`src/kws_settings.svh`:
```
`ifndef KWS_SETTINGS_SVH
`define KWS_SETTINGS_SVH

// Window geometry
`define N_MEL      32
`define N_FRAME    64
`define DATA_W     16

// MFCC banks read side by side during a send
`define MFCC_LANES 8
`define TH_SHIFT   6

`endif

```
`src/kws_ctrl_pkg.sv`:
```
`include "kws_settings.svh"

package kws_ctrl_pkg;

    typedef enum logic [2:0] {
        st_fill,
        st_fill_wait,
        st_send_mfcc,
        st_send_finish,
        st_stream_wait,
        st_stream
    } fe_state_t;

    typedef logic [$clog2(`N_MEL)-1:0] mel_idx_t;
    typedef logic [$clog2(`N_FRAME)-1:0] frame_idx_t;
    typedef logic [$clog2(`N_FRAME/`MFCC_LANES)-1:0] grp_idx_t;

    typedef struct packed {
        mel_idx_t   row;
        frame_idx_t col;
    } buf_ptr_t;

    typedef struct packed {
        logic     en;
        mel_idx_t row;
        grp_idx_t group;
    } rd_req_t;

    typedef struct packed {
        logic     en;
        mel_idx_t row;
    } row_tag_t;

    typedef struct packed {
        logic first_frame;
        logic window_full;
    } fill_ctrl_t;

endpackage

```
`src/kws_data_pkg.sv`:
```
`include "kws_settings.svh"

package kws_data_pkg;

    typedef logic [`DATA_W-1:0] data_t;

    typedef struct packed {
        data_t mfcc;
        data_t flux;
    } sample_t;

    // Sample as held between accept and write
    typedef struct packed {
        data_t mfcc;
        logic  flux_bit;
    } cap_t;

    typedef data_t [`MFCC_LANES-1:0] lanes_t;

    typedef logic [`N_FRAME-1:0] feature_row_t;
    typedef logic [$clog2(2*`N_MEL)-1:0] fb_addr_t;

    typedef struct packed {
        logic         en;
        fb_addr_t     addr;
        feature_row_t data;
    } fb_wr_t;

endpackage

```
`src/sample_capture.sv`:
```
`timescale 1ns/1ns
`include "kws_settings.svh"

module sample_capture
    import kws_data_pkg::*;
    import kws_ctrl_pkg::*;
(
    input  logic     clk,
    input  logic     rst_n,
    input  logic     enable,
    input  logic     valid_in,
    input  sample_t  sample,
    input  data_t    flux_th,
    input  logic     sending,
    output logic     ready_out,
    output logic     accept,
    output logic     wr_stb,
    output buf_ptr_t wr_ptr,
    output cap_t     cap
);

    logic       ready_q;
    mel_idx_t   row_cnt;
    frame_idx_t col_cnt;

    // Handshake, one sample at most every other cycle
    assign accept    = valid_in && ready_out;
    assign ready_out = ready_q && !sending;

    always_ff @(posedge clk or negedge rst_n) begin
        if (!rst_n) begin
            ready_q <= 1'b1;
            wr_stb  <= 1'b0;
        end else begin
            ready_q <= !accept;
            wr_stb  <= accept && enable;
        end
    end

    always_ff @(posedge clk) begin
        if (accept) begin
            cap.mfcc     <= sample.mfcc;
            cap.flux_bit <= (sample.flux >= flux_th);
        end
    end

    // Write position, mel first then frame column
    always_ff @(posedge clk or negedge rst_n) begin
        if (!rst_n) begin
            row_cnt <= '0;
            col_cnt <= '0;
        end else if (!enable) begin
            row_cnt <= '0;
            col_cnt <= '0;
        end else if (wr_stb) begin
            row_cnt <= row_cnt + 1'b1;
            if (row_cnt == mel_idx_t'(`N_MEL-1))
                col_cnt <= col_cnt + 1'b1;
        end
    end

    assign wr_ptr = '{row: row_cnt, col: col_cnt};

endmodule

```
`config.mk`:
```
export PLATFORM = sky130hd
export DESIGN_NAME = sample_capture
export DESIGN_NICKNAME = d
export VERILOG_FILES = /design/src/kws_ctrl_pkg.sv /design/src/kws_data_pkg.sv /design/src/sample_capture.sv
export VERILOG_INCLUDE_DIRS = /design/src
export SDC_FILE = /design/constraint.sdc
export NUM_CORES = 1
export LEC_CHECK = 0
export ABC_AREA = 1
export ABC_CLOCK_PERIOD_IN_PS = 1750
export BUFFER_PORTS_ARGS = -buffer_cell sky130_fd_sc_hd__buf_2
export CAP_MARGIN = 20
export CORE_MARGIN = 1
export CORE_UTILIZATION = 42
export CTS_BUF_LIST = sky130_fd_sc_hd__clkbuf_8
export DETAILED_ROUTE_END_ITERATION = 16
export HOLD_SLACK_MARGIN = 0.1
export PLACE_DENSITY = 0.81
export REMOVE_ABC_BUFFERS = 1
export SLEW_MARGIN = 20
export SYNTH_ARGS = -nofsm -noshare
export SYNTH_HDL_FRONTEND = slang
export SYNTH_SLANG_ARGS = --single-unit
export TNS_END_PERCENT = 30
```
`constraint.sdc`:
```
create_clock -name clk -period 1.75 [get_ports clk]
set_input_delay 0 -clock clk [delete_from_list [all_inputs] [get_ports clk]]
set_output_delay 0 -clock clk [all_outputs]
set_load 0.005 [all_outputs]
```
==> metrics.txt <==
syn_area_per_cell=10.0 µm²; initial antenna violation count=0; Async SR Flop Fraction=between 40% and 50%; crit end category=register; arrival time worst endpoint=1.79 ns; Core Util, Final=67.4%; Die W=around 63 µm; cell area after layout=~0.0023 mm²; fin crit share=around nine tenths; synthesized area=0.00158 mm²; main combinational cell family by area after synthesis=simple AND/OR/NAND/NOR gates; synth unique cells=23; status=finished clean; CTS Buf Count=5; vias in the first global route=~1400; Buf/Inv on CP=1; post-synth top area share=between 30% and 40%; placed cell area=between 0.002 and 0.0025 mm²; Port Buffer Count=just over 80; P&R area growth vs syn=48.3%; adder-cell share of the synthesized area=between 15 and 20%; setup TNS=0 ns; Critical Path RT=1.95 ns; critical path startpoint category=register; leakage=around 1.2 nW; post-route setup slack=about 0.16 ns; CP cell instances=ha_1 > nand2_1 > nor2_1 > ha_1 > nand2_2 > nand2_4 > nand3_2 > inv_2 > nand2_1 > a21oi_1; post-cts gate resize count=0; hold_ws=between 0.15 and 0.2 ns; first-pass GRT wire length=between 5000 and 6000 µm; pre-CTS WS=roughly 0.17 ns; die span in y=around 63 µm; Top FF cell, synth=edfxtp_1; DIE AREA=~0.0040 mm²; grt met3 use=roughly 4.9%; Post-Synth Simple-Gate Area=between 10% and 20%; total grt overflow=0; initial core utilization=45.5%; Worst Setup Path Type=register to register; Tot Pwr=1.58 mW; dominant cells by area after synthesis=edfxtp_1 32%, dfrtp_1 19%, ha_1 15%, inv_1 7.1%, nand2_1 6.7%; row cnt=21; Final Wtd Congestion=0.759; global-route usage over all layers=about a fifth; total number of vias=1411; register area share after synthesis=a little over half; Ant. Diodes=0; cell count after synthesis=157; Post-synth EDFFs=17; Detailed Place HPWL=approximately 2500 µm; final number of setup-violating endpoints=0; DRC=0; CP Max Fanout=6; Starting DRT DRC Count=80; routed wire length per instance=about 11 µm; fin crit period=approximately 1.6 ns; most common cell in the netlist=inv_1; clock buffer depth=2; number of synthesis warnings=0; post-route insts no fill=around 320; RSZ-0062 raised after global routing=false; routed vias/inst=around 4.5; H-tree Lvls=2; worst hold path type=input port to asynchronous set/reset pin; num ports=84; Seq cells post-synth=30; CTS tree=yes; most frequent cells after synthesis=30 x inv_1, 28 x nand2_1, 19 x ha_1; Final Hold Violating Endpoints=0; CTS root buffer=clkbuf_8; met1 Usage GRT=approximately a fifth; router iterations before antenna repair=4; CTS clk-pin slew, worst paths=~0.060 ns; Placed Instances=287; largest net degree at the start of global routing=19; Synth area leader=edfxtp_1; layout cell share with drive strength beyond 1=between 30% and 40%; max cap viols=0; Post-layout nets=340; Core ar.=approximately 0.0035 mm²; Slew @ Worst Pin=roughly 0.3 ns; highest-delay cell along the critical path=dfrtp_1; GR Util met2=between 30% and 40%; power density over the cells=between 600 and 700 mW/mm²; Post-Route WL=between 3000 and 4000 µm; Clock Latency Late Sink=0.27 ns; worst rel slew slack=roughly four fifths; Clock Skew=about 0.0035 ns; Routed Antenna Nets=0; max incr delay on CP=about 0.42 ns; setup repair bufs after CTS=0; Peak VDD IR=approximately 0.38 mV; XOR/XNOR share of the synthesized area=0%; f_max=around 630 MHz; grt peak-use layer=met2; Synth Area in Compound Gates=8.73%; CP top delay family=simple AND/OR/NAND/NOR gates; CTS Sinks=30; max-slew violations=0; mux cell area share after synthesis=0%; hold_buf cts=20
-- per-layer routing --
metal	vias up	routed length, µm
met5	-	0
met4	0	72
met3	6	206
met2	64	1740
met1	605	1410
li1	736	-
-- state kept, by name, indices dropped and copies added (netlist names) --
register,cells
col_cnt,6
ready_q,1
row_cnt,5
cap,17
wr_stb,1
-- where the power goes --
part / internal (mW) / switching (mW)
Sequential: 0.786 / 0.0238
Combinational: 0.148 / 0.123
Clock: 0.266 / 0.234
-- area by class of cell --
class | count | area, µm²
Sequential cell | 30 | 837
Tap cell | 46 | 57.6
Timing Repair Buffer | 104 | 623
Clock inverter | 3 | 12.5
Fill cell | 276 | 1130
Multi-Input combinational cell | 94 | 616
Inverter | 33 | 124
Clock buffer | 5 | 68.8
-- cells by family (layout without fill, tap and decap cells) --
kind of cell               Yosys count  count (layout)
buffers and inverters               33             145
DFF                                 30              30
adders and majority gates           19              19
AOI/OAI and AO/OA                   24              24
and+or+nand+nor                     51              51
-- layout by cell type, fill, tap and decap left out, types with 5 or more instances in the layout --
| cell type | n |
|---|---|
| inv_1 | 31 |
| clkbuf_8 | 5 |
| ha_1 | 19 |
| buf_2 | 83 |
| nor2_1 | 10 |
| o21ai_0 | 6 |
| dlygate4sd3_1 | 20 |
| edfxtp_1 | 17 |
| a21oi_1 | 12 |
| nand2_1 | 28 |
| dfrtp_1 | 12 |
-- worst paths after layout --
| path | slack (ns) | end | cells after the start | start |
|---|---|---|---|---|
| setup / recovery | 0.16 | col_cnt[4] | 10 | row_cnt[0] |
| hold / removal | 0.16 | col_cnt[4] | 2 | rst_n |
| setup reg to reg | 0.16 | col_cnt[4] | 10 | row_cnt[0] |
| hold reg to reg | 0.51 | row_cnt[2] | 1 | row_cnt[2] |
| max in group asynchronous | 1.31 | ready_q | 2 | rst_n |
| min in group clk | 0.24 | cap[0] | 6 | sample[15] |
Note: power is estimated with default switching activity, not from simulation.
