**src/kws_settings.svh**
```systemverilog
`ifndef KWS_SETTINGS_SVH
`define KWS_SETTINGS_SVH

// Window geometry
`define N_MEL      32
`define N_FRAME    64
`define DATA_W     16

// MFCC banks read side by side during a send
`define MFCC_LANES 8
`define TH_SHIFT   6

`endif

```
**src/kws_ctrl_pkg.sv**
```systemverilog
`include "kws_settings.svh"

package kws_ctrl_pkg;

    typedef enum logic [2:0] {
        st_fill,
        st_fill_wait,
        st_send_mfcc,
        st_send_finish,
        st_stream_wait,
        st_stream
    } fe_state_t;

    typedef logic [$clog2(`N_MEL)-1:0] mel_idx_t;
    typedef logic [$clog2(`N_FRAME)-1:0] frame_idx_t;
    typedef logic [$clog2(`N_FRAME/`MFCC_LANES)-1:0] grp_idx_t;

    typedef struct packed {
        mel_idx_t   row;
        frame_idx_t col;
    } buf_ptr_t;

    typedef struct packed {
        logic     en;
        mel_idx_t row;
        grp_idx_t group;
    } rd_req_t;

    typedef struct packed {
        logic     en;
        mel_idx_t row;
    } row_tag_t;

    typedef struct packed {
        logic first_frame;
        logic window_full;
    } fill_ctrl_t;

endpackage

```
**src/kws_data_pkg.sv**
```systemverilog
`include "kws_settings.svh"

package kws_data_pkg;

    typedef logic [`DATA_W-1:0] data_t;

    typedef struct packed {
        data_t mfcc;
        data_t flux;
    } sample_t;

    // Sample as held between accept and write
    typedef struct packed {
        data_t mfcc;
        logic  flux_bit;
    } cap_t;

    typedef data_t [`MFCC_LANES-1:0] lanes_t;

    typedef logic [`N_FRAME-1:0] feature_row_t;
    typedef logic [$clog2(2*`N_MEL)-1:0] fb_addr_t;

    typedef struct packed {
        logic         en;
        fb_addr_t     addr;
        feature_row_t data;
    } fb_wr_t;

endpackage

```
**src/feature_assembler.sv**
```systemverilog
`timescale 1ns/1ns
`include "kws_settings.svh"

module feature_assembler
    import kws_data_pkg::*;
    import kws_ctrl_pkg::*;
(
    input  logic         clk,
    input  logic         rst_n,
    input  lanes_t       lanes,
    input  data_t        threshold,
    input  rd_req_t      cmp_tag,
    input  feature_row_t flux_row,
    input  row_tag_t     flux_emit,
    input  frame_idx_t   col_offset,
    output fb_wr_t       fb_wr
);

    localparam int LAST_GRP = `N_FRAME / `MFCC_LANES - 1;

    logic [`MFCC_LANES-1:0]         bits;
    logic [`N_FRAME-`MFCC_LANES-1:0] row_q;
    feature_row_t                   mfcc_raw;
    logic                           row_done;

    // Oldest column ends up in bit 0
    function automatic feature_row_t rotate_oldest(feature_row_t raw, frame_idx_t offset);
        logic [2*`N_FRAME-1:0] doubled;
        doubled = {raw, raw} >> offset;
        return doubled[`N_FRAME-1:0];
    endfunction

    // ----------------------------------------------------------------------
    // Comparators and row collection
    // ----------------------------------------------------------------------
    always_comb begin
        for (int b = 0; b < `MFCC_LANES; b++)
            bits[b] = (lanes[b] >= threshold);
    end

    assign row_done = cmp_tag.en && (cmp_tag.group == grp_idx_t'(LAST_GRP));
    assign mfcc_raw = {bits, row_q};

    always_ff @(posedge clk or negedge rst_n) begin
        if (!rst_n)
            row_q <= '0;
        else if (cmp_tag.en && !row_done)
            row_q[cmp_tag.group*`MFCC_LANES +: `MFCC_LANES] <= bits;
    end

    // ----------------------------------------------------------------------
    // Feature bank write port
    // ----------------------------------------------------------------------
    always_comb begin
        fb_wr = '0;
        if (row_done) begin
            fb_wr.en   = 1'b1;
            fb_wr.addr = fb_addr_t'(cmp_tag.row);
            fb_wr.data = rotate_oldest(mfcc_raw, col_offset);
        end else if (flux_emit.en) begin
            // Flux rows sit above the MFCC rows
            fb_wr.en   = 1'b1;
            fb_wr.addr = fb_addr_t'(`N_MEL) + fb_addr_t'(flux_emit.row);
            fb_wr.data = rotate_oldest(flux_row, col_offset);
        end
    end

endmodule

```
**config.mk**
```make
export PLATFORM = sky130hd
export DESIGN_NAME = feature_assembler
export DESIGN_NICKNAME = d
export VERILOG_FILES = /design/src/kws_ctrl_pkg.sv /design/src/kws_data_pkg.sv /design/src/feature_assembler.sv
export VERILOG_INCLUDE_DIRS = /design/src
export SDC_FILE = /design/constraint.sdc
export NUM_CORES = 1
export LEC_CHECK = 0
export ABC_CLOCK_PERIOD_IN_PS = 9100
export BUFFER_PORTS_ARGS = -buffer_cell sky130_fd_sc_hd__buf_4
export CORE_MARGIN = 10
export CORE_UTILIZATION = 45
export DETAILED_ROUTE_END_ITERATION = 10
export PLACE_DENSITY = 0.65
export SKIP_LAST_GASP = 1
export SLEW_MARGIN = 5
export SYNTH_ARGS = -nofsm -noshare
export SYNTH_HDL_FRONTEND = slang
export SYNTH_SLANG_ARGS = --single-unit
```
**constraint.sdc**
```tcl
create_clock -name clk -period 9.1 [get_ports clk]
set_clock_uncertainty 0.15 [all_clocks]
set_input_delay 0.455 -clock clk [delete_from_list [all_inputs] [get_ports clk]]
set_output_delay 0.455 -clock clk [all_outputs]
set_load 0.01 [all_outputs]
```
==> flow_metrics.env <==
export IMPL_grt_pass1_wl_microns=103000
export IMPL_io_pins=302
export IMPL_pwr_share_clk=0.092
export IMPL_syn2layout_area_growth_pct=16.9
export IMPL_hold_buffers=0
export IMPL_worstSetupStartpointType="input pin"
export IMPL_synth_area_leaders="mux4_2 16%, ha_1 11%, mux2i_1 11%"
export IMPL_top_regs="row_q x56"
export IMPL_cp_arrival_ps=4530
export IMPL_antenna_left=0
export IMPL_power_frac_comb=0.712
export IMPL_power_share_sequential=0.196
export IMPL_worstPathCellList="buf_4, inv_1, ha_1, nand4_1, or4_1, or4_1, and3_4, mux4_2, a2111oi_2, a21oi_1, o21ai_1, buf_4"
export IMPL_ys_ff_latch=56
export IMPL_cts_tree="done"
export IMPL_drc=0
export IMPL_insertion_delay_ps=290
export IMPL_crit_type="input pin to primary output"
export IMPL_place_gp_congestion=1.04
export IMPL_dp_hpwl_microns=57100
export IMPL_maxSlewViolCount=0
export IMPL_top_register="row_q"
export IMPL_initial_core_util=0.460
export IMPL_total_power_mw=2.09
export IMPL_drt_initial_drc_count=2157
export IMPL_worstMarginPinSlew_ps=1210
export IMPL_grt_pass1_vias=15845
export IMPL_ys_seq_area_frac=0.0930
export IMPL_period_share=0.565
export IMPL_r2r_end="row_q[54]$_DFFE_PN0P_"
export IMPL_path_depth=12
export IMPL_largest_reg_flops=56
export IMPL_crit_path_start="threshold[15]"
export IMPL_min_period_ps=5140
export IMPL_via_per_inst=6.74
export IMPL_intPower_mw=1.02
export IMPL_cap_violations=0
export IMPL_port_buffers=301
export IMPL_synth_ff_type="dfrtp_1"
export IMPL_core_area_sq_um=32800
export IMPL_syn_inst=1875
export IMPL_required_ps=8500
export IMPL_r2r_start="row_q[54]$_DFFE_PN0P_"
export IMPL_wl_per_cell_microns=28.1
export IMPL_yosysWarnings=0
export IMPL_grt_setup_unrepaired="false"
export IMPL_clock_sinks=56
export IMPL_min_path_type="input pin to async pin"
export IMPL_p_sw_frac=0.511
export IMPL_synthMostInstantiatedCell="nand2_1"
export IMPL_cts_buffer_depth=2
export IMPL_post_cts_buffers=0
export IMPL_tns_ps=0
export IMPL_p_leak_nw=7.75
export IMPL_clk_pin_slew_ps=70
export IMPL_drive_gt1_frac=0.275
export IMPL_final_nets=2414
export IMPL_grt_max_degree=83
export IMPL_die_h_microns=203
export IMPL_rows=66
export IMPL_synth_cell_types=68
export IMPL_diodes=0
export IMPL_drt_first_pass_iters=6
export IMPL_finalSetupViolCount=0
export IMPL_gr_total_overflow=0
export IMPL_die_area_sq_um=41200
export IMPL_num_vias=16819
export IMPL_async_flop_share=1.00
export IMPL_synth_cell_area_sq_um=15100
export IMPL_power_density_nw_per_um2=119
export IMPL_path_delay_family="simple AND/OR/NAND/NOR gates"
export IMPL_synth_nets=2237
export IMPL_antenna_found_initial=0
export IMPL_slowest_stage="mux4_2"
export IMPL_rrSetupSlack_ps=8060
export IMPL_status="finished clean"
export IMPL_track_usage=0.324
export IMPL_worstRegToRegCells=1
export IMPL_clock_fmax_mhz=195
export IMPL_synth_common_cells="298 x nand2_1, 159 x mux2i_1, 149 x nor2_1"
export IMPL_cp_slowest_stage_delay_ps=640
export IMPL_root_buffer="clkbuf_16"
export IMPL_critPathCaptureType="primary output"
export IMPL_synth_edff_count=0
export IMPL_yosysTopAreaCellShare=0.164
export IMPL_slew_limit_headroom=0.187
export IMPL_wl_microns=70100
export IMPL_synth_area_leader_cell="mux4_2"
export IMPL_cts_resized=0
export IMPL_hold_violations=0
export IMPL_die_w_microns=203
export IMPL_htreeDepth=2
export IMPL_ir_drop_v=0.000159
export IMPL_path_max_fanout=8
export IMPL_cp_num_buf_inv=3
export IMPL_cts_buffers=5
export IMPL_p_sw_mw=1.07
export IMPL_synth_avg_cell_area_sq_um=8.04
## layer usage
metal  vias to the layer above  wire (microns)  track usage
met5                         -               0            0
met4                         0            1980       0.0805
met3                        94            8420        0.106
met2                       941           29600        0.477
met1                      8182           30000        0.445
li1                       7602               -            -
## layout by cell type, fill, tap and decap left out, drive strengths merged, types with 12 or more instances in the layout
master,instances
a31oi,18
nand2,298
a22oi,20
nor3,26
mux2i,159
buf,321
o211ai,28
o31ai,20
dfrtp,56
nand2b,14
mux2,108
inv,40
o21ai,156
a21o,12
o22ai,24
ha,131
nor2,149
mux4,110
nand4,30
a21oi,97
o221ai,12
a2111oi,17
a211oi,16
nand3,32
## area by class of cell
class | count | area, sq um
fillers | 3154 | 15200
multi-input cells | 1626 | 12900
repair buffers | 321 | 2430
flip-flops and latches | 56 | 1400
well taps | 442 | 553
inverters | 42 | 161
clock buffers | 5 | 125
clock inverters | 3 | 22.5
## through the flow
step | hold slack [ps] | instance area [sq um] | std cells | setup WS, ps | util
final | 49.5 | 17600 | 2495 | 3960 | 0.537
after floorplan | 9.41 | 15100 | 1875 | 4830 | -
after global routing | 115 | 17600 | 2495 | 3830 | 0.537
after global placement | 334 | 17500 | 2487 | 4110 | 0.533
after detailed placement | 337 | 17500 | 2487 | 4060 | 0.533
after CTS | 79.9 | 17600 | 2495 | 4060 | 0.537
## cells by family after synthesis
| group | after synthesis | synth area share |
|---|---|---|
| DFF | 56 | 0.0930 |
| AOI/OAI and AO/OA | 521 | 0.227 |
| buffers and inverters | 193 | 0.0497 |
| and+or+nand+nor | 597 | 0.170 |
| adders and majority gates | 131 | 0.109 |
| muxes | 377 | 0.351 |
## power groups by stage
stage	Clock, mW	Sequential, mW	Combinational (mW)
detailed placement	0	0.410	1.43
global placement	0	0.406	1.42
global route	0.206	0.419	1.58
floorplan	0	0.367	0.900
finish	0.192	0.411	1.49
CTS	0.196	0.405	1.44
## worst max path at each step
stage | to
global route | fb_wr[48]
detailed placement | fb_wr[15]
finish | fb_wr[15]
CTS | fb_wr[15]
global placement | fb_wr[47]
floorplan | fb_wr[56]
(Power assumes the default switching activity.)
