File: src/kws_settings.svh
`ifndef KWS_SETTINGS_SVH
`define KWS_SETTINGS_SVH

// Window geometry
`define N_MEL      32
`define N_FRAME    64
`define DATA_W     16

// MFCC banks read side by side during a send
`define MFCC_LANES 8
`define TH_SHIFT   6

`endif

File: src/kws_ctrl_pkg.sv
`include "kws_settings.svh"

package kws_ctrl_pkg;

    typedef enum logic [2:0] {
        st_fill,
        st_fill_wait,
        st_send_mfcc,
        st_send_finish,
        st_stream_wait,
        st_stream
    } fe_state_t;

    typedef logic [$clog2(`N_MEL)-1:0] mel_idx_t;
    typedef logic [$clog2(`N_FRAME)-1:0] frame_idx_t;
    typedef logic [$clog2(`N_FRAME/`MFCC_LANES)-1:0] grp_idx_t;

    typedef struct packed {
        mel_idx_t   row;
        frame_idx_t col;
    } buf_ptr_t;

    typedef struct packed {
        logic     en;
        mel_idx_t row;
        grp_idx_t group;
    } rd_req_t;

    typedef struct packed {
        logic     en;
        mel_idx_t row;
    } row_tag_t;

    typedef struct packed {
        logic first_frame;
        logic window_full;
    } fill_ctrl_t;

endpackage

File: src/frame_sequencer.sv
`timescale 1ns/1ns
`include "kws_settings.svh"

module frame_sequencer
    import kws_ctrl_pkg::*;
(
    input  logic       clk,
    input  logic       rst_n,
    input  logic       enable,
    input  logic       wr_stb,
    input  buf_ptr_t   wr_ptr,
    output logic       sending,
    output rd_req_t    send_rd,
    output rd_req_t    cmp_tag,
    output fill_ctrl_t fill,
    output row_tag_t   flux_emit,
    output frame_idx_t col_offset,
    output logic       fe_complete
);

    fe_state_t state, state_nxt;
    mel_idx_t  send_row;
    grp_idx_t  send_grp;
    rd_req_t   cmp_q;
    logic      first_frame_q, window_full_q;
    logic      frame_end, last_col, send_last;

    assign frame_end = wr_stb && (wr_ptr.row == mel_idx_t'(`N_MEL-1));
    assign last_col  = (wr_ptr.col == frame_idx_t'(`N_FRAME-1));
    assign send_last = (send_row == mel_idx_t'(`N_MEL-1)) && (send_grp == '1);

    // ----------------------------------------------------------------------
    // Frame FSM
    // ----------------------------------------------------------------------
    always_comb begin
        state_nxt = state;
        case (state)
            st_fill:        if (frame_end) state_nxt = last_col ? st_send_mfcc : st_fill_wait;
            st_fill_wait:   if (wr_stb) state_nxt = st_fill;
            st_send_mfcc:   if (send_last) state_nxt = st_send_finish;
            st_send_finish: state_nxt = st_stream_wait;
            st_stream_wait: if (wr_stb) state_nxt = st_stream;
            st_stream:      if (frame_end) state_nxt = st_send_mfcc;
            default:        state_nxt = st_fill;
        endcase
    end

    always_ff @(posedge clk or negedge rst_n) begin
        if (!rst_n) begin
            state         <= st_fill;
            send_row      <= '0;
            send_grp      <= '0;
            col_offset    <= '0;
            first_frame_q <= 1'b1;
            window_full_q <= 1'b0;
            cmp_q         <= '0;
        end else if (!enable) begin
            state         <= st_fill;
            send_row      <= '0;
            send_grp      <= '0;
            col_offset    <= '0;
            first_frame_q <= 1'b1;
            window_full_q <= 1'b0;
            cmp_q         <= '0;
        end else begin
            state <= state_nxt;
            cmp_q <= send_rd;
            // Eight groups per row, row steps after the last group
            if (state == st_send_mfcc) begin
                send_grp <= send_grp + 1'b1;
                if (send_grp == '1)
                    send_row <= send_row + 1'b1;
            end
            if (state == st_send_finish)
                col_offset <= col_offset + 1'b1;
            if (frame_end && wr_ptr.col == '0)
                first_frame_q <= 1'b0;
            if (frame_end && last_col)
                window_full_q <= 1'b1;
        end
    end

    assign sending = (state == st_send_mfcc) || (state == st_send_finish);
    assign send_rd = '{en: (state == st_send_mfcc), row: send_row, group: send_grp};
    assign cmp_tag = '{en: cmp_q.en && enable, row: cmp_q.row, group: cmp_q.group};
    assign fill    = '{first_frame: first_frame_q, window_full: window_full_q};

    // Flux rows start with the last column of the first window
    assign flux_emit   = '{en: wr_stb && enable && (window_full_q || last_col), row: wr_ptr.row};
    assign fe_complete = (state == st_send_finish) && enable;

endmodule

File: config.mk
export PLATFORM = sky130hd
export DESIGN_NAME = frame_sequencer
export DESIGN_NICKNAME = d
export VERILOG_FILES = /design/src/kws_ctrl_pkg.sv /design/src/frame_sequencer.sv
export VERILOG_INCLUDE_DIRS = /design/src
export SDC_FILE = /design/constraint.sdc
export NUM_CORES = 1
export LEC_CHECK = 0
export BUFFER_PORTS_ARGS = -buffer_cell sky130_fd_sc_hd__buf_2
export CAP_MARGIN = 0
export CORE_ASPECT_RATIO = 1.1
export CORE_UTILIZATION = 40
export CTS_BUF_LIST = sky130_fd_sc_hd__clkbuf_4
export DETAILED_ROUTE_END_ITERATION = 16
export HOLD_SLACK_MARGIN = 0.15
export MAX_ROUTING_LAYER = met4
export PLACE_DENSITY = 0.65
export SYNTH_ARGS = -nofsm -noshare
export SYNTH_HDL_FRONTEND = slang
export SYNTH_SLANG_ARGS = --single-unit
File: constraint.sdc
create_clock -name clk -period 2.25 [get_ports clk]
set_input_delay 0 -clock clk [delete_from_list [all_inputs] [get_ports clk]]
set_output_delay 0 -clock clk [all_outputs]
set_load 0.01 [all_outputs]
==> flow_metrics.py <==
metrics = {
    "timing": {
        "finClkSkew_ps": 7.312,
        "slew_headroom_pct": 58.97,
        "min_period_ps": 1805,
        "clock.fmax_mhz": 554.1,
        "rsz0062_at_grt": "false",
        "worst_slew_pin_slew_ps": 615.4,
        "finalMaxSlewViolations": 0,
        "period_share_pct": 80.21,
        "final.setup.tns_ps": 0,
        "setup_viol": 0,
        "fin_ws_ps": 445.3,
        "hold_viol": 0,
    },
    "worst_setup_path": {
        "startpoint_type": "flip-flop",
        "critPathKind": "flip-flop to flip-flop",
        "cpPeakStageDelay_ps": 450,
        "cp.required_ps": 2470,
        "rr_startpoint": "send_row[0]",
        "cp_common_cell": "ha_1",
        "crit_family": "flip-flops",
        "cp.arrival_ps": 2020,
        "critPathBufInv": 0,
        "critPathLaunch": "send_row[0]",
        "crit_slowest_cell": "dfrtp_1",
        "cp_max_fo": 5,
        "end_kind": "flip-flop",
        "worstPathCellList": "ha_1, and3_1, ha_1, a211oi_1, a31oi_1, mux2_1",
    },
    "drt": {
        "vias_per_cell": 4.821,
        "vias": 1104,
        "drtIter0Drc": 27,
        "drc": 0,
        "antenna_left": 0,
        "wl_um": 2711,
        "drt_first_pass_iters": 4,
        "wl_per_cell_um": 11.84,
    },
    "synth": {
        "synth-edff-count": 0,
        "ys.flop_type": "dfrtp_1",
        "synth.top_cells.by_count": "dfrtp_1 (27), and2_1 (17), buf_4 (15), xnor2_1 (8)",
        "syn-instance-count": 141,
        "seq_area_frac_synth_pct": 46.83,
        "yosys-mux-area-fraction_pct": 2.755,
        "yosysTopAreaCell": "dfrtp_1",
        "async_reset_ff_share_pct": 100.0,
        "synth_seq_cells": 28,
        "syn_nets": 161,
        "synth_area_um2": 1499,
        "synth_simple_gate_area_share_pct": 22.62,
        "ys_top_cells_by_area": "dfrtp_1 (45%), buf_4 (7.5%), and2_1 (7.1%)",
        "synth_top_family_by_area": "simple AND/OR/NAND/NOR gates",
        "yosysUniqueCellTypes": 40,
        "syn_avg_cell_area_um2": 10.63,
        "synth_compound_area_share_pct": 6.594,
        "yosysMostFrequentCell": "dfrtp_1",
        "synth.top_cell.area_share_pct": 45.08,
        "yosysWarnings": 0,
        "synthAdderAreaFrac_pct": 4.174,
        "synthXorXnorAreaFrac_pct": 5.259,
    },
    "clocking": {
        "clkTransAtPathRegs_ps": 140,
        "clkLatencyLatePin_ps": 320,
        "cts.sinks": 28,
        "cts_root_buffer": "clkbuf_4",
        "clockBufferDepth": 2,
        "cts_tree": "built",
        "cts-htree-levels": 1,
        "numCtsBuffers": 3,
    },
    "floorplan": {
        "start_util_pct": 43.22,
        "rows": 22,
        "ios": 49,
        "die_area_um2": 3996,
        "die_x_um": 60.37,
        "coreArea_um2": 3468,
        "dieHeight_um": 66.21,
    },
    "power_and_ir_drop": {
        "powerDensity_nw_per_um2": 461.0,
        "vdd_drop_max_mv": 0.2424,
        "p_leak_nw": 0.9463,
    },
    "status": {
        "status": "completed",
    },
    "place": {
        "placed_area_um2": 1642,
        "io_buffers": 48,
        "dp_slack_ps": 461.0,
        "place.gp.congestion": 0.7616,
        "hpwlAfterDp_um": 1871,
    },
    "grt": {
        "grt_overflow_total": 0,
        "grt_pass1_wl_um": 4602,
        "grt_max_degree": 32,
        "antenna_found_initial": 0,
        "grt_usage_pct": 15.74,
        "grt_pass1_vias": 1058,
    },
    "run": {
        "drv_cap": 0,
    },
    "layout": {
        "n_antenna_cell": 0,
        "final_core_util_pct": 50.90,
        "syn2layout_area_growth_pct": 17.78,
        "finish.instance_area_um2": 1765,
        "drive_gt1_share_pct": 33.15,
        "nNetsFinal": 202,
    },
    "min_path": {
        "hold_class": "input pin to asynchronous set/reset pin",
    },
}
final timing paths:
check	to	slack (ps)	cells past startpoint
max	state[0]	450	6
max in group asynchronous	send_row[3]	1640	2
min reg2reg	cmp_tag[2]	560	1
max reg2reg	state[0]	450	6
min	cmp_tag[2]	200	2
min in group clk	flux_emit[2]	200	2
per-stage QoR:
stage	cells	hold slack (ps)	power, mW
global route	229	208.3	0.8633
finish	229	195.4	0.8139
floorplan	141	-295.6	0.5871
global placement	216	42.49	0.6112
detailed placement	216	47.25	0.6140
CTS	230	195.8	0.8268
cells in the final DEF, fill, tap and decap left out, types with 3 or more instances in the layout:
cell and instances:
buf_2 48, dfrtp_1 27, and2_1 17, dlygate4sd3_1 9, xnor2_1 8, nand3_1 7
nand2_1 7, ha_1 5, nor2b_1 4, inv_1 3, nor2_1 3, nand4_1 3
mux2i_1 3, o21ai_0 3, clkbuf_4 3
power by group:
group / switching (mW) / total (mW) / internal (mW)
registers: 0.0141 / 0.524 / 0.510
clock network: 0.137 / 0.202 / 0.0649
logic: 0.0444 / 0.0879 / 0.0435
total: 0.195 / 0.814 / 0.618
what timing repair did:
item | 4_1_cts | 5_1_grt
hold buffers | 10 | 0
endpoints found under the setup margin | 0 | 1
buffers inserted | 0 | 0
endpoints found under the hold margin | 31 | 0
resized for setup | 0 | 1
final cells by class:
class	count	area [um^2]
Clock buffer	3	22.52
Clock inverter	1	3.754
Fill cell	334	1703
Inverter	3	11.26
Multi-Input combinational cell	88	628.1
Sequential cell	28	701.9
Tap cell	48	60.06
Timing Repair Buffer	58	337.8
kinds of logic after synthesis:
family,count (synthesis)
fa+ha+maj,5
buf+inv,25
mux,4
simple gates,56
compound gates,14
flops,28
xor+xnor,9
state kept, by name (all words and copies together) (netlist names):
name / cells
cmp_q: 1
cmp_tag: 8
col_offset: 6
first_frame_q: 1
send_grp: 3
send_row: 5
state: 3
window_full_q: 1
routing by layer:
layer	wire length [um]	up-vias	share of wire, %	GRT usage, %
met5	0	-	0	-
met4	44	0	1.6	6.105
met3	156	4	5.8	1.761
met2	1321	49	49	26.51
met1	1188	512	44	18.95
li1	-	539	-	-
(Power assumes the default switching activity.)
