## src/kws_settings.svh

```systemverilog
`ifndef KWS_SETTINGS_SVH
`define KWS_SETTINGS_SVH

// Window geometry
`define N_MEL      32
`define N_FRAME    64
`define DATA_W     16

// MFCC banks read side by side during a send
`define MFCC_LANES 8
`define TH_SHIFT   6

`endif

```

## src/kws_ctrl_pkg.sv

```systemverilog
`include "kws_settings.svh"

package kws_ctrl_pkg;

    typedef enum logic [2:0] {
        st_fill,
        st_fill_wait,
        st_send_mfcc,
        st_send_finish,
        st_stream_wait,
        st_stream
    } fe_state_t;

    typedef logic [$clog2(`N_MEL)-1:0] mel_idx_t;
    typedef logic [$clog2(`N_FRAME)-1:0] frame_idx_t;
    typedef logic [$clog2(`N_FRAME/`MFCC_LANES)-1:0] grp_idx_t;

    typedef struct packed {
        mel_idx_t   row;
        frame_idx_t col;
    } buf_ptr_t;

    typedef struct packed {
        logic     en;
        mel_idx_t row;
        grp_idx_t group;
    } rd_req_t;

    typedef struct packed {
        logic     en;
        mel_idx_t row;
    } row_tag_t;

    typedef struct packed {
        logic first_frame;
        logic window_full;
    } fill_ctrl_t;

endpackage

```

## src/kws_data_pkg.sv

```systemverilog
`include "kws_settings.svh"

package kws_data_pkg;

    typedef logic [`DATA_W-1:0] data_t;

    typedef struct packed {
        data_t mfcc;
        data_t flux;
    } sample_t;

    // Sample as held between accept and write
    typedef struct packed {
        data_t mfcc;
        logic  flux_bit;
    } cap_t;

    typedef data_t [`MFCC_LANES-1:0] lanes_t;

    typedef logic [`N_FRAME-1:0] feature_row_t;
    typedef logic [$clog2(2*`N_MEL)-1:0] fb_addr_t;

    typedef struct packed {
        logic         en;
        fb_addr_t     addr;
        feature_row_t data;
    } fb_wr_t;

endpackage

```

## src/flux_window_buf.sv

```systemverilog
`timescale 1ns/1ns
`include "kws_settings.svh"

module flux_window_buf
    import kws_data_pkg::*;
    import kws_ctrl_pkg::*;
(
    input  logic         clk,
    input  logic         accept,
    input  logic         wr_stb,
    input  buf_ptr_t     wr_ptr,
    input  cap_t         cap,
    output feature_row_t flux_row
);

    feature_row_t flux_mem [`N_MEL];
    feature_row_t rd_q;
    feature_row_t merged;

    // Replace only the bit of the current column
    always_comb begin
        merged = rd_q;
        merged[wr_ptr.col] = cap.flux_bit;
    end

    always_ff @(posedge clk) begin
        if (accept)
            rd_q <= flux_mem[wr_ptr.row];
        if (wr_stb)
            flux_mem[wr_ptr.row] <= merged;
    end

    assign flux_row = merged;

endmodule

```

## config.mk

```make
export PLATFORM = sky130hd
export DESIGN_NAME = flux_window_buf
export DESIGN_NICKNAME = d
export VERILOG_FILES = /design/src/kws_ctrl_pkg.sv /design/src/kws_data_pkg.sv /design/src/flux_window_buf.sv
export VERILOG_INCLUDE_DIRS = /design/src
export SDC_FILE = /design/constraint.sdc
export NUM_CORES = 2
export LEC_CHECK = 0
export BUFFER_PORTS_ARGS = -buffer_cell sky130_fd_sc_hd__buf_2
export CELL_PAD_IN_SITES_DETAIL_PLACEMENT = 0
export CELL_PAD_IN_SITES_GLOBAL_PLACEMENT = 2
export CORE_MARGIN = 3
export CORE_UTILIZATION = 40
export CTS_CLUSTER_DIAMETER = 80
export DETAILED_ROUTE_END_ITERATION = 8
export PLACE_DENSITY = 0.77
export RECOVER_POWER = 50
export SYNTH_ARGS = -nofsm -noshare
export SYNTH_HDL_FRONTEND = slang
export SYNTH_SLANG_ARGS = --single-unit
```

## constraint.sdc

```tcl
create_clock -name clk -period 9.7 [get_ports clk]
set_clock_uncertainty 0.05 [all_clocks]
set_input_delay 1.94 -clock clk [delete_from_list [all_inputs] [get_ports clk]]
set_output_delay 1.94 -clock clk [all_outputs]
set_load 0.02 [all_outputs]
```

==> report_table.html <==
<table>
<tr><th>Metric</th><th>Value</th></tr>
<tr><th colspan="2">Yosys</th></tr>
<tr><td>Library cells used by synthesis</td><td>26</td></tr>
<tr><td>Most used flip-flop cell after synthesis</td><td>edfxtp_1</td></tr>
<tr><td>Compound-cell area share of the yosys netlist</td><td>0.0397</td></tr>
<tr><td>Synth warn</td><td>0</td></tr>
<tr><td>Fraction of the mapped netlist area in simple logic gates</td><td>0.0222</td></tr>
<tr><td>Net Count, Synth</td><td>4332</td></tr>
<tr><td>Synthesized netlist cell count</td><td>4301</td></tr>
<tr><td>Sequential fraction of the synthesis area</td><td>0.786</td></tr>
<tr><td>Post-synth EDFFs</td><td>2112</td></tr>
<tr><td>Register bit total from synthesis</td><td>2112</td></tr>
<tr><td>Ys async rst share</td><td>0</td></tr>
<tr><td>Combinational family with the most area after synthesis</td><td>multiplexers</td></tr>
<tr><td>Area share of fa/ha/maj cells after synthesis</td><td>0</td></tr>
<tr><td>Share of the synthesized netlist area taken by xor and xnor gates</td><td>0</td></tr>
<tr><td>Cell area after synthesis</td><td>80700 um2</td></tr>
<tr><td>Multiplexer share of the synthesized area</td><td>0.136</td></tr>
<tr><td>Average size of a mapped cell</td><td>18.8 um2</td></tr>
<tr><th colspan="2">Timing</th></tr>
<tr><td>Final count of pins violating max slew</td><td>227</td></tr>
<tr><td>Clock period minus worst slack</td><td>8.01 ns</td></tr>
<tr><td>Fmax</td><td>0.125 GHz</td></tr>
<tr><td>Count of endpoints failing hold in the final timing report</td><td>0</td></tr>
<tr><td>Total negative setup slack</td><td>0 ns</td></tr>
<tr><td>Setup repair after global routing missed its margin</td><td>no</td></tr>
<tr><td>Count of final setup violators</td><td>0</td></tr>
<tr><td>Setup slack of the critical path after layout</td><td>1.69 ns</td></tr>
<tr><td>Worst hold slack</td><td>0.668 ns</td></tr>
<tr><td>Final period util</td><td>0.826</td></tr>
<tr><td>Actual transition at the worst max-transition pin</td><td>3.20 ns</td></tr>
<tr><td>Relative slew slack</td><td>-1.13</td></tr>
<tr><th colspan="2">Global routing</th></tr>
<tr><td>First-pass GRT wire length</td><td>302000 um</td></tr>
<tr><td>Largest net degree at the start of global routing</td><td>135</td></tr>
<tr><td>Vias in the first global route</td><td>40800</td></tr>
<tr><td>Antenna violations before repair</td><td>11</td></tr>
<tr><td>Total congestion overflow after global routing</td><td>0</td></tr>
<tr><td>Total global routing track utilization</td><td>0.203</td></tr>
<tr><th colspan="2">Finish</th></tr>
<tr><td>Layout cell share with drive strength beyond 1</td><td>0.106</td></tr>
<tr><td>Growth of design area from synthesis to finish</td><td>12.5%</td></tr>
<tr><td>Most frequent standard cell in the layout excluding fill and tap cells</td><td>edfxtp_1</td></tr>
<tr><td>Final Net Count</td><td>4470</td></tr>
<tr><td>Most frequent cells in the layout</td><td>edfxtp_1 (2112), mux2i_1 (1024), o22ai_1 (512), clkbuf_16 (208), nand2_1 (132)</td></tr>
<tr><th colspan="2">Floorplanning</th></tr>
<tr><td>Initial standard-cell utilization of the core</td><td>0.403</td></tr>
<tr><td>Vert. Die Dim</td><td>455 um</td></tr>
<tr><td>Die Wd</td><td>455 um</td></tr>
<tr><td>Floorplan row count</td><td>164</td></tr>
<tr><td>Boundary Pins</td><td>95</td></tr>
<tr><td>Die footprint</td><td>207000 um2</td></tr>
<tr><td>Core region area</td><td>200000 um2</td></tr>
<tr><th colspan="2">Critical path</th></tr>
<tr><td>Critical path start-end classification</td><td>primary input to output pin</td></tr>
<tr><td>Most common cell type on the critical path</td><td>clkbuf_1</td></tr>
<tr><td>Worst EP required</td><td>7.71 ns</td></tr>
<tr><td>Slack of the worst reg-to-reg path</td><td>7.86 ns</td></tr>
<tr><td>Largest stage delay, worst path</td><td>2.15 ns</td></tr>
<tr><td>Count of cells along the worst register-to-register path</td><td>4</td></tr>
<tr><td>Source of the worst register-to-register timing path</td><td>flux_mem[11][38]</td></tr>
<tr><td>Cell with the largest stage delay on the worst path</td><td>nor3b_1</td></tr>
<tr><td>Capture point of the worst reg-to-reg path</td><td>rd_q[38]</td></tr>
<tr><td>Max Fanout on Critical Path</td><td>33</td></tr>
<tr><td>Endpoint kind of the worst setup timing path</td><td>output pin</td></tr>
<tr><td>Cell Chain, Critical Path</td><td>clkbuf_1 &gt; nor3b_1 &gt; clkbuf_1 &gt; nand2_1 &gt; mux2_2 &gt; buf_2</td></tr>
<tr><td>Critical path arrival</td><td>6.02 ns</td></tr>
<tr><td>Setup crit start kind</td><td>primary input</td></tr>
<tr><th colspan="2">Clock network</th></tr>
<tr><td>Number of buffers created by CTS</td><td>207</td></tr>
<tr><td>Clock-pin slew on the worst setup and hold paths</td><td>0.06 ns</td></tr>
<tr><td>Count of clock tree sinks</td><td>2112</td></tr>
<tr><td>Number of post-CTS setup repair buffers</td><td>0</td></tr>
<tr><td>Number of hold-repair buffers added at the cts stage</td><td>0</td></tr>
<tr><td>Cells resized by post-CTS repair</td><td>0</td></tr>
<tr><td>CTS tree</td><td>built</td></tr>
<tr><td>Number of H-tree levels</td><td>4</td></tr>
<tr><td>Library cell used as clock root buffer</td><td>clkbuf_16</td></tr>
<tr><td>Clk buf depth</td><td>3</td></tr>
<tr><td>Insertion delay to the later sink of the worst-skew pair</td><td>0.82 ns</td></tr>
<tr><th colspan="2">Detailed routing</th></tr>
<tr><td>Antenna Nets Post-Route</td><td>0</td></tr>
<tr><td>Total wire length after detailed routing</td><td>213000 um</td></tr>
<tr><td>Routed vias</td><td>41600</td></tr>
<tr><td>Drt via density</td><td>5.73</td></tr>
<tr><td>First drt pass iteration count</td><td>6</td></tr>
<tr><td>Routed wirelength normalized by instance count</td><td>29.4 um</td></tr>
<tr><td>Remaining design rule violation count</td><td>0</td></tr>
<tr><td>Detailed Route Iter0 Violations</td><td>4101</td></tr>
<tr><th colspan="2">Placement</th></tr>
<tr><td>Quantity of I/O buffers inserted on ports</td><td>78</td></tr>
<tr><td>Worst setup slack after placement</td><td>3.38 ns</td></tr>
<tr><td>Final weighted congestion in routability-driven placement</td><td>0.750</td></tr>
<tr><td>Sum of net half-perimeters after detailed placement</td><td>106000 um</td></tr>
<tr><th colspan="2">Power</th></tr>
<tr><td>Lkg Pwr</td><td>30.9 nW</td></tr>
<tr><td>Pwr Density</td><td>208 nW/um2</td></tr>
<tr><td>Highest ir drop seen on vdd</td><td>0.161 mV</td></tr>
<tr><td>Total Power Consumption</td><td>0.0189 W</td></tr>
<tr><th colspan="2">Job</th></tr>
<tr><td>Max-cap check violation count</td><td>12</td></tr>
<tr><th colspan="2">Worst hold path</th></tr>
<tr><td>Hold Path Sink</td><td>rd_q[43]</td></tr>
<tr><td>Hold path cells</td><td>4</td></tr>
<tr><td>Worst min-delay path class</td><td>flip-flop to flip-flop</td></tr>
<tr><td>Worst hold start</td><td>flux_mem[17][43]</td></tr>
<tr><th colspan="2">Run status</th></tr>
<tr><td>Outcome</td><td>finished with violations</td></tr>
<tr><td>Violated checks</td><td>max-capacitance violations, max-slew violations</td></tr>
</table>
## cells by family (layout without fill, tap and decap cells)
kind of cell | Yosys count | after routing
DFF | 2112 | 2112
AOI/OAI and AO/OA | 512 | 512
muxes | 1088 | 1088
buffers and inverters | 254 | 565
other | 0 | 3
and+or+nand+nor | 335 | 335
## final cells by class
class                      instances  area (um2)
fill                           17000      109000
clock inverter                   127         973
timing repair buffer             183        1350
sequential                      2112       63400
clock buffer                     255        5380
antenna                            3        7.51
multi-input combinational       1935       16300
tap                             2656        3320
## report_power, final
| part | switching [W] | total [W] | internal, W |
|---|---|---|---|
| registers | 0.0000216 | 0.0103 | 0.0103 |
| logic | 0.000705 | 0.000955 | 0.000250 |
| clock network | 0.00336 | 0.00759 | 0.00423 |
## per-layer routing
metal  GRT usage  vias up  share of wire  wire [um]
met1       0.283    21900           0.42      90500
met2       0.337     1574           0.49     104000
met5           0        -              0          0
met4      0.0502        0          0.022       4730
li1            -    17800              -          -
met3      0.0314      298          0.067      14300
## through the flow
step / utilization / area, um2 / std cells
2_1_floorplan: - / 80700 / 4301
4_1_cts: 0.454 / 90800 / 7268
3_5_place_dp: 0.422 / 84500 / 6886
5_1_grt: 0.453 / 90700 / 7270
3_3_place_gp: 0.422 / 84500 / 6886
6_report: 0.453 / 90700 / 7271
## flip-flops by register name, indices dropped and copies added (netlist names)
register and flops:
rd_q 64, flux_mem 2048
## critical path: cells and delay by family
kind / cells / cell delay (ns)
buf+inv: 3 / 1.13
mux: 1 / 0.61
simple gates: 2 / 2.31
## cells in the mapped netlist, types with 4 or more instances
| master | n | share of area |
|---|---|---|
| edfxtp_1 | 2112 | 0.79 |
| mux2i_1 | 1024 | 0.13 |
| o22ai_1 | 512 | 0.040 |
| buf_2 | 162 | 0.010 |
| nand2_1 | 132 | 0.0061 |
| nor4_1 | 128 | 0.0099 |
| clkbuf_1 | 65 | 0.0030 |
| mux2_2 | 64 | 0.0089 |
| nor2_1 | 31 | 0.0014 |
| buf_6 | 12 | 0.0017 |
| buf_1 | 8 | 0.00037 |
| buf_4 | 6 | 0.00056 |
| nand4bb_1 | 6 | 0.00084 |
| nor3_1 | 6 | 0.00037 |
| nor3b_2 | 6 | 0.00093 |
| and3b_1 | 4 | 0.00043 |
| nand3b_1 | 4 | 0.00037 |
| nand4b_1 | 4 | 0.00043 |
| or4b_1 | 4 | 0.00050 |
## how the worst max path moves through the flow
stage | startpoint | to | cells after the start
final | wr_ptr[2] | flux_row[44] | 6
after global routing | wr_ptr[2] | flux_row[60] | 5
after CTS | wr_ptr[2] | flux_row[44] | 6
after detailed placement | wr_ptr[2] | flux_row[44] | 6
after global placement | wr_ptr[7] | flux_mem[3][28] | 5
after floorplan | wr_ptr[7] | flux_mem[27][0] | 6
Power figures use the tool's default switching activity.
