$ cat src/kws_settings.svh
`ifndef KWS_SETTINGS_SVH
`define KWS_SETTINGS_SVH

// Window geometry
`define N_MEL      32
`define N_FRAME    64
`define DATA_W     16

// MFCC banks read side by side during a send
`define MFCC_LANES 8
`define TH_SHIFT   6

`endif

$ cat src/kws_ctrl_pkg.sv
`include "kws_settings.svh"

package kws_ctrl_pkg;

    typedef enum logic [2:0] {
        st_fill,
        st_fill_wait,
        st_send_mfcc,
        st_send_finish,
        st_stream_wait,
        st_stream
    } fe_state_t;

    typedef logic [$clog2(`N_MEL)-1:0] mel_idx_t;
    typedef logic [$clog2(`N_FRAME)-1:0] frame_idx_t;
    typedef logic [$clog2(`N_FRAME/`MFCC_LANES)-1:0] grp_idx_t;

    typedef struct packed {
        mel_idx_t   row;
        frame_idx_t col;
    } buf_ptr_t;

    typedef struct packed {
        logic     en;
        mel_idx_t row;
        grp_idx_t group;
    } rd_req_t;

    typedef struct packed {
        logic     en;
        mel_idx_t row;
    } row_tag_t;

    typedef struct packed {
        logic first_frame;
        logic window_full;
    } fill_ctrl_t;

endpackage

$ cat src/kws_data_pkg.sv
`include "kws_settings.svh"

package kws_data_pkg;

    typedef logic [`DATA_W-1:0] data_t;

    typedef struct packed {
        data_t mfcc;
        data_t flux;
    } sample_t;

    // Sample as held between accept and write
    typedef struct packed {
        data_t mfcc;
        logic  flux_bit;
    } cap_t;

    typedef data_t [`MFCC_LANES-1:0] lanes_t;

    typedef logic [`N_FRAME-1:0] feature_row_t;
    typedef logic [$clog2(2*`N_MEL)-1:0] fb_addr_t;

    typedef struct packed {
        logic         en;
        fb_addr_t     addr;
        feature_row_t data;
    } fb_wr_t;

endpackage

$ cat src/mel_threshold_bank.sv
`timescale 1ns/1ns
`include "kws_settings.svh"

module mel_threshold_bank
    import kws_data_pkg::*;
    import kws_ctrl_pkg::*;
(
    input  logic       clk,
    input  logic       accept,
    input  logic       wr_stb,
    input  buf_ptr_t   wr_ptr,
    input  cap_t       cap,
    input  data_t      old_value,
    input  fill_ctrl_t fill,
    input  rd_req_t    send_rd,
    output data_t      threshold
);

    data_t    th_mem [`N_MEL];
    data_t    rd_q;
    data_t    base, sub, sum_nxt;
    mel_idx_t rd_row;

    assign rd_row = send_rd.en ? send_rd.row : wr_ptr.row;

    // Running sum, new value in and oldest value out
    assign base    = fill.first_frame ? '0 : rd_q;
    assign sub     = fill.window_full ? (old_value >> `TH_SHIFT) : '0;
    assign sum_nxt = base + (cap.mfcc >> `TH_SHIFT) - sub;

    always_ff @(posedge clk) begin
        if (wr_stb)
            th_mem[wr_ptr.row] <= sum_nxt;
        if (accept || send_rd.en)
            rd_q <= th_mem[rd_row];
    end

    assign threshold = rd_q;

endmodule

$ cat config.mk
export PLATFORM = sky130hd
export DESIGN_NAME = mel_threshold_bank
export DESIGN_NICKNAME = d
export VERILOG_FILES = /design/src/kws_ctrl_pkg.sv /design/src/kws_data_pkg.sv /design/src/mel_threshold_bank.sv
export VERILOG_INCLUDE_DIRS = /design/src
export SDC_FILE = /design/constraint.sdc
export NUM_CORES = 1
export LEC_CHECK = 0
export ABC_AREA = 1
export ABC_CLOCK_PERIOD_IN_PS = 10200
export BUFFER_PORTS_ARGS = -buffer_cell sky130_fd_sc_hd__buf_2
export CORE_UTILIZATION = 42
export CTS_CLUSTER_DIAMETER = 30
export DETAILED_ROUTE_END_ITERATION = 6
export PLACE_DENSITY_LB_ADDON = 0.2
export SLEW_MARGIN = 10
export SYNTH_ARGS = -nofsm -noshare
export SYNTH_HDL_FRONTEND = slang
export SYNTH_SLANG_ARGS = --single-unit
$ cat constraint.sdc
create_clock -name clk -period 10.2 [get_ports clk]
set_clock_uncertainty 0.1 [all_clocks]
set_input_delay 1.53 -clock clk [delete_from_list [all_inputs] [get_ports clk]]
set_output_delay 1.53 -clock clk [all_outputs]
set_load 0.05 [all_outputs]
==> results of run 1 <==
[sequential cells by signal, summed over array words and instances (netlist names)]
name	count
th_mem	512
threshold	16
[final cells by class]
type | count | share of cell area
Sequential cell | 528 | 0.539
Clock inverter | 77 | 0.0302
Clock buffer | 119 | 0.0948
Multi-Input combinational cell | 1244 | 0.213
Tap cell | 765 | 0.0325
Antenna cell | 1 | 0.0000851
Timing Repair Buffer | 112 | 0.0243
Inverter | 518 | 0.0662
[per-stage QoR]
step           std cells  total power, mW   util  cell area [sq um]
4_1_cts             3363             7.44  0.510              29400
3_5_place_dp        3167             3.94  0.446              25700
2_1_floorplan       2415             3.42      -              24500
3_3_place_gp        3167             3.91  0.446              25700
5_1_grt             3363             7.63  0.510              29400
6_report            3364             7.40  0.510              29400
[routing by layer]
metal  vias to the layer above  wire (microns)  track usage
met5                         -               0            0
met1                      8435           29700        0.324
met4                         0            2200       0.0952
met3                       136            4940       0.0327
met2                       717           30900        0.361
li1                       8136               -            -
[cells by family (layout without fill, tap and decap cells)]
group,Yosys count,in the layout,share of synthesized area
and+or+nand+nor,1181,1181,0.222
buffers and inverters,643,826,0.104
DFF,528,528,0.647
adders and majority gates,26,26,0.0163
AOI/OAI and AO/OA,24,24,0.00582
xor gates and xnor gates,13,13,0.00465
other,0,1,0
[final timing paths]
check / start / endpoint / slack (ns) / cells after the start
worst max register to register: threshold[0] / th_mem[31][6] / 6.42 / 11
worst min register to register: th_mem[9][14] / threshold[14] / 0.79 / 8
worst min-delay path: th_mem[9][14] / threshold[14] / 0.79 / 8
worst max-delay path: fill[1] / th_mem[31][6] / 5.46 / 13
[power breakdown]
group | internal (mW) | switching, mW | total, mW
Combinational | 0.222 | 0.865 | 1.09
Sequential | 2.79 | 0.0175 | 2.81
Clock | 2.36 | 1.14 | 3.50
[worst max-delay path, stage by stage]
cell     delay [ns]
buf_2          0.09
inv_1          0.34
nand2_1        0.10
ha_1           0.30
inv_1          0.06
ha_1           0.16
inv_1          0.07
fa_1           0.47
o21ai_0        0.59
nand2_1        0.10
nand2_1        0.19
xor2_2         0.62
buf_4          0.41
[cell usage after synthesis]
cell | n | area (sq um)
xnor2_1 | 4 | 35.0
o21bai_1 | 1 | 7.51
nand2_2 | 7 | 43.8
a21oi_1 | 11 | 55.1
o21ai_0 | 2 | 10.0
edfxtp_1 | 528 | 15900
buf_1 | 9 | 33.8
inv_2 | 3 | 11.3
inv_1 | 515 | 1930
ha_1 | 16 | 200
nand3_1 | 584 | 2920
xor2_1 | 9 | 78.8
nor2_1 | 43 | 161
nor2_2 | 1 | 6.26
a21o_1 | 4 | 30.0
nor3_1 | 2 | 10.0
nand3b_1 | 64 | 480
buf_4 | 15 | 113
fa_1 | 10 | 200
o21ai_1 | 2 | 10.0
a31oi_1 | 2 | 12.5
or2_2 | 1 | 6.26
o21ai_2 | 2 | 17.5
buf_6 | 2 | 22.5
buf_2 | 58 | 290
nand4_1 | 3 | 18.8
clkbuf_1 | 41 | 154
nand2_1 | 476 | 1790
[placed cells by master, fill, tap and decap left out, drive strengths merged]
master | Yosys | final
a31oi | 2 | 2
buf | 84 | 112
xnor2 | 4 | 4
clkinv | 0 | 41
nand2 | 483 | 483
a21o | 4 | 4
o21bai | 1 | 1
nand3 | 584 | 584
edfxtp | 528 | 528
ha | 16 | 16
a21oi | 11 | 11
inv | 518 | 524
nand3b | 64 | 64
clkinvlp | 0 | 14
nor3 | 2 | 2
o21ai | 6 | 6
nand4 | 3 | 3
diode | 0 | 1
xor2 | 9 | 9
nor2 | 44 | 44
fa | 10 | 10
bufinv | 0 | 16
clkbuf | 41 | 119
or2 | 1 | 1
==> summary.md, run 1 <==
| Metric | Value |
|---|---|
| Root buf cell | clkbuf_16 |
| Row count | 88 |
| Reg area | 0.0159 sq mm |
| CTS Sinks | 528 |
| Dpl hpwl | 37.8 mm |
| DRT Pass-1 Iters | 6 |
| DR WL/cell | 20.1 microns |
| Port Buf Inserts | 51 |
| DRC | 0 |
| Minimum clock period | 4.74 ns |
| Leakage | 12.7 nW |
| Pwr dens | 252 mW/mm^2 |
| Layout fillers | 5116 |
| Mapped Area | 0.0245 sq mm |
| Total track usage | 0.231 |
| Status | finished, final reports clean |
| Syn_area_per_cell | 10.1 sq um |
| Setup WS post-layout | 5.46 ns |
| CP arrival | 5.08 ns |
| Worst-path maximum fanout | 24 |
| Slew Limit Headroom | 0.269 |
| Worst EP required | 10.53 ns |
| CTS H-tree depth | 3 |
| Peak supply drop | 0.130 mV |
| Sequential element share of the synthesized area | 0.647 |
| Die H | 244 microns |
| Setup bufs post-CTS | 0 |
| Initial antenna violation count | 0 |
| Clock transition at path regs | 0.05 ns |
| Kind of start point of the critical path | input port |
| CTS tree | built |
| Unique cell type count in the Yosys netlist | 28 |
| Setup WS pre-CTS | 4.91 ns |
| Fin. max-slew vios | 0 |
| Final period util | 0.465 |
| # hold bufs at CTS | 0 |
| Flops & latches, synth | 528 |
| Resized Gates After CTS | 0 |
| Yosys warnings | 0 |
| Max Cap Viol | 0 |
| Via count | 17424 |
| Final ANT Viol Nets | 0 |
| Die width | 244 microns |
| Area delta synth->final | 20.0% |
| Die area | 0.0593 sq mm |
| Initial Util | 0.425 |
| Clock Latency Late Sink | 0.65 ns |
| DRT iter0 DRCs | 1490 |
| Final setup TNS | 0 ns |
| Gpl congestion | 0.912 |
| Number of global-route vias before repair | 16645 |
| RSZ-0062 raised after global routing | false |
| Inserted Clock Buffers | 106 |
| Wire length of the first global-routing pass | 102 mm |
| Worst Max-Slew Pin Slew | 1.10 ns |
| Worst hold slack | 0.790 ns |
| Detailed-route wire length | 67.7 mm |
| Clock buffer depth | 3 |
| Fin. Hold Viols | 0 |
| Overflow after GRT | 0 |
| # setup viols final | 0 |
| Ratio of cells with drive above 1 in the final layout | 0.120 |
| Worst hold path class | flip-flop to flip-flop |
| Syn nets | 2499 |
| Nets | 2594 |
| Pin count of the biggest net entering global routing | 141 |
| # IOs | 74 |
| F_max | 211 MHz |
| Core area | 0.0577 sq mm |
| Mapped Cells | 2415 |
| Crit end category | flip-flop |
| WS Path Type | input port to flip-flop |
| Area of the multi-input gates | 0.00626 sq mm |
| Vias per cell | 5.18 |
(Power assumes the default switching activity.)
==> run 2, diff against run 1 <==
Settings changed: ABC_CLOCK_PERIOD_IN_PS 10200 to 4700.
Clock period 10.2 ns to 4.7 ns, I/O delays scaled along.
==> summary.md, run 2 (synthesized netlist as in run 1, its figures left out) <==
| Metric | Value |
|---|---|
| Most common cell after layout, fill and taps aside | nand3_1 |
| Worst hold path class | input port to flip-flop |
| Final setup TNS | 0 ns (unchanged) |
| Total track usage | 0.234 (+0.00263) |
| CTS H-tree depth | 3 (unchanged) |
| Worst path slowest cell | fa_1 |
| Ant diodes | 0 (-1) |
| Reg2reg end | th_mem[4][10] |
| Crit path cell chain | buf_2 -> inv_1 -> nand2_1 -> ha_1 -> inv_1 -> ha_1 -> inv_1 -> fa_1 -> o21ai_0 -> buf_4 -> nand2_1 -> nand2_1 -> nand3_1 -> nand2_1 -> xor2_2 -> buf_4 |
| Pwr dens | 552 mW/mm^2 (+120%) |
| Number of global-route vias before repair | 16817 (+1.0%) |
| Initial antenna violation count | 0 (unchanged) |
| Row count | 88 (unchanged) |
| Most frequent cells in the layout | nand3_1 (584), edfxtp_1 (528), inv_1 (515), nand2_1 (476), clkbuf_16 (113) |
| Core area | 0.0577 sq mm (unchanged) |
| Placed cell count | 3188 (+0.66%) |
| Clock transition at path regs | 0.04 ns (about the same) |
| Port Buf Inserts | 51 (unchanged) |
| Peak supply drop | 0.379 mV (+190%) |
| Die area | 0.0593 sq mm (unchanged) |
| Overflow after GRT | 0 (unchanged) |
| CTS tree | built |
| Initial Util | 0.425 (unchanged) |
| Area delta synth->final | 21.8% |
| Most used cell, CP | nand2_1 |
| # setup viols final | 0 (unchanged) |
| Pin count of the biggest net entering global routing | 90 (-36%) |
| Max reg flops | 512 (unchanged) |
| Root buf cell | clkbuf_16 |
| Wire length of the first global-routing pass | 103 mm (+1.4%) |
| Minimum clock period | 3.40 ns |
| Final instance area | 0.0299 sq mm (+1.5%) |
| Slack of the worst reg-to-reg path | 1.53 ns (-4.89 ns) |
| Gpl congestion | 0.857 (-6.0%) |
| CP arrival | 3.71 ns (-1.37 ns) |
| Placed Area | 0.0260 sq mm (+1.1%) |
| Clock buffer depth | 3 (unchanged) |
| DRT Pass-1 Iters | 6 (unchanged) |
| Final period util | 0.723 |
| Largest reg by FF count | th_mem |
| Layout fillers | 5067 (-0.96%) |
| Status | finished, final reports clean |
| Worst EP required | 5.01 ns (-5.52 ns) |
| CTS Sinks | 528 (unchanged) |
| RSZ-0062 raised after global routing | false |
| Nets | 2621 (+1.0%) |
| Net Sw Frac | 0.268 (-0.00492) |
| Clock Latency Late Sink | 0.65 ns (about the same) |
| CP startpoint | fill[1] |
| # hold bufs at CTS | 0 (unchanged) |
| Final ANT Viol Nets | 0 (unchanged) |
| Die H | 244 microns (unchanged) |
| DRC | 0 (unchanged) |
| CP endpoint | th_mem[4][10] |
| Fin. Hold Viols | 0 (unchanged) |
| Post-layout util | 0.517 (+0.00776) |
| Leakage | 12.9 nW (+1.8%) |
| Crit end category | flip-flop |
| Die width | 244 microns (unchanged) |
| Kind of start point of the critical path | input port |
| Ratio of cells with drive above 1 in the final layout | 0.126 (+0.00552) |
| P_int | 12.1 mW (+120%) |
| Combinational Power Share | 0.147 (about the same) |
| Setup bufs post-CTS | 0 (unchanged) |
| Fin. max-slew vios | 0 (unchanged) |
| Worst-path maximum fanout | 32 (+33%) |
| Via count | 17342 (-0.47%) |
| Dpl hpwl | 40.3 mm (+6.6%) |
| DR WL/cell | 20.2 microns (+0.27%) |
| WS Path Type | input port to flip-flop |
| Final non-filler cell total | 3392 (+0.83%) |
| Clock share of power | 0.483 (+0.010) |
| Inserted Clock Buffers | 112 (+5.7%) |
| Detailed-route wire length | 68.4 mm (+1.1%) |
| R2R Path Start | threshold[0] |
| Slew Limit Headroom | 0.234 (-0.0346) |
| Resized Gates After CTS | 0 (unchanged) |
| Sw power | 4.42 mW (+120%) |
| Worst reg-to-reg path cell count | 14 (+3) |
| Seq pwr share | 0.370 (-0.010) |
| Tot Pwr | 16.5 mW (+120%) |
| DRT iter0 DRCs | 1513 (+1.5%) |
| Vias per cell | 5.11 (-1.3%) |
| # IOs | 74 (unchanged) |
| Max Cap Viol | 0 (unchanged) |
| Worst Max-Slew Pin Slew | 1.15 ns (+0.0506 ns) |
| F_max | 294 MHz |
| Max stage delay on crit path | 0.48 ns (-0.14 ns) |
-- run 2: cell count changes in the layout (fill, tap and decap cells not counted), sizes merged --
cell	change
buf	+21
bufinv	+4
clkbuf	+13
clkinv	-6
clkinvlp	-4
diode	-1
inv	+1
-- run 2: area by class of cell --
class | instances | area, sq um | share of cell area
inverter | 518 | 1940 | 0.0651
timing repair buffer | 133 | 996 | 0.0334
sequential | 528 | 15900 | 0.531
clock buffer | 132 | 2900 | 0.0971
tap | 765 | 957 | 0.0321
clock inverter | 72 | 943 | 0.0316
multi-input combinational | 1244 | 6260 | 0.210
-- run 2: worst min-delay path by stage --
stage / end / start / cells after the start
final: th_mem[24][10] / wr_ptr[10] / 3
after global routing: th_mem[29][14] / wr_ptr[8] / 3
after CTS: th_mem[29][14] / wr_ptr[8] / 3
after detailed placement: threshold[1] / th_mem[26][1] / 8
after global placement: threshold[13] / th_mem[30][13] / 8
after floorplan: threshold[0] / th_mem[26][0] / 8
-- run 2: through the flow --
stage / setup slack [ns] / hold WS (ns)
global placement: 0.663 / 0.750
CTS: 1.29 / 0.519
floorplan: 0.490 / 0.678
finish: 1.30 / 0.549
global route: 1.03 / 0.581
detailed placement: 0.636 / 0.748
-- run 2: metal layers --
metal / global-route usage / part of all wire / routed length, microns
met1: 0.320 / 0.44 / 30000
met2: 0.369 / 0.46 / 31500
met3: 0.0419 / 0.070 / 4800
met4: 0.0928 / 0.031 / 2110
met5: 0 / 0 / 0
-- run 2: power by group through the flow --
| stage | Combinational, mW | Sequential, mW | Clock, mW |
|---|---|---|---|
| CTS | 2.45 | 6.10 | 8.03 |
| global route | 2.63 | 6.11 | 8.27 |
| finish | 2.42 | 6.10 | 7.95 |
| detailed placement | 2.44 | 6.18 | 0 |
| global placement | 2.39 | 6.18 | 0 |
| floorplan | 1.15 | 6.28 | 0 |
-- run 2: worst max-delay path: cells and delay by family --
family	cells	cell delay (ns)
simple gates	5	0.50
buf+inv	6	1.13
compound gates	1	0.21
fa+ha+maj	3	0.94
xor+xnor	1	0.18
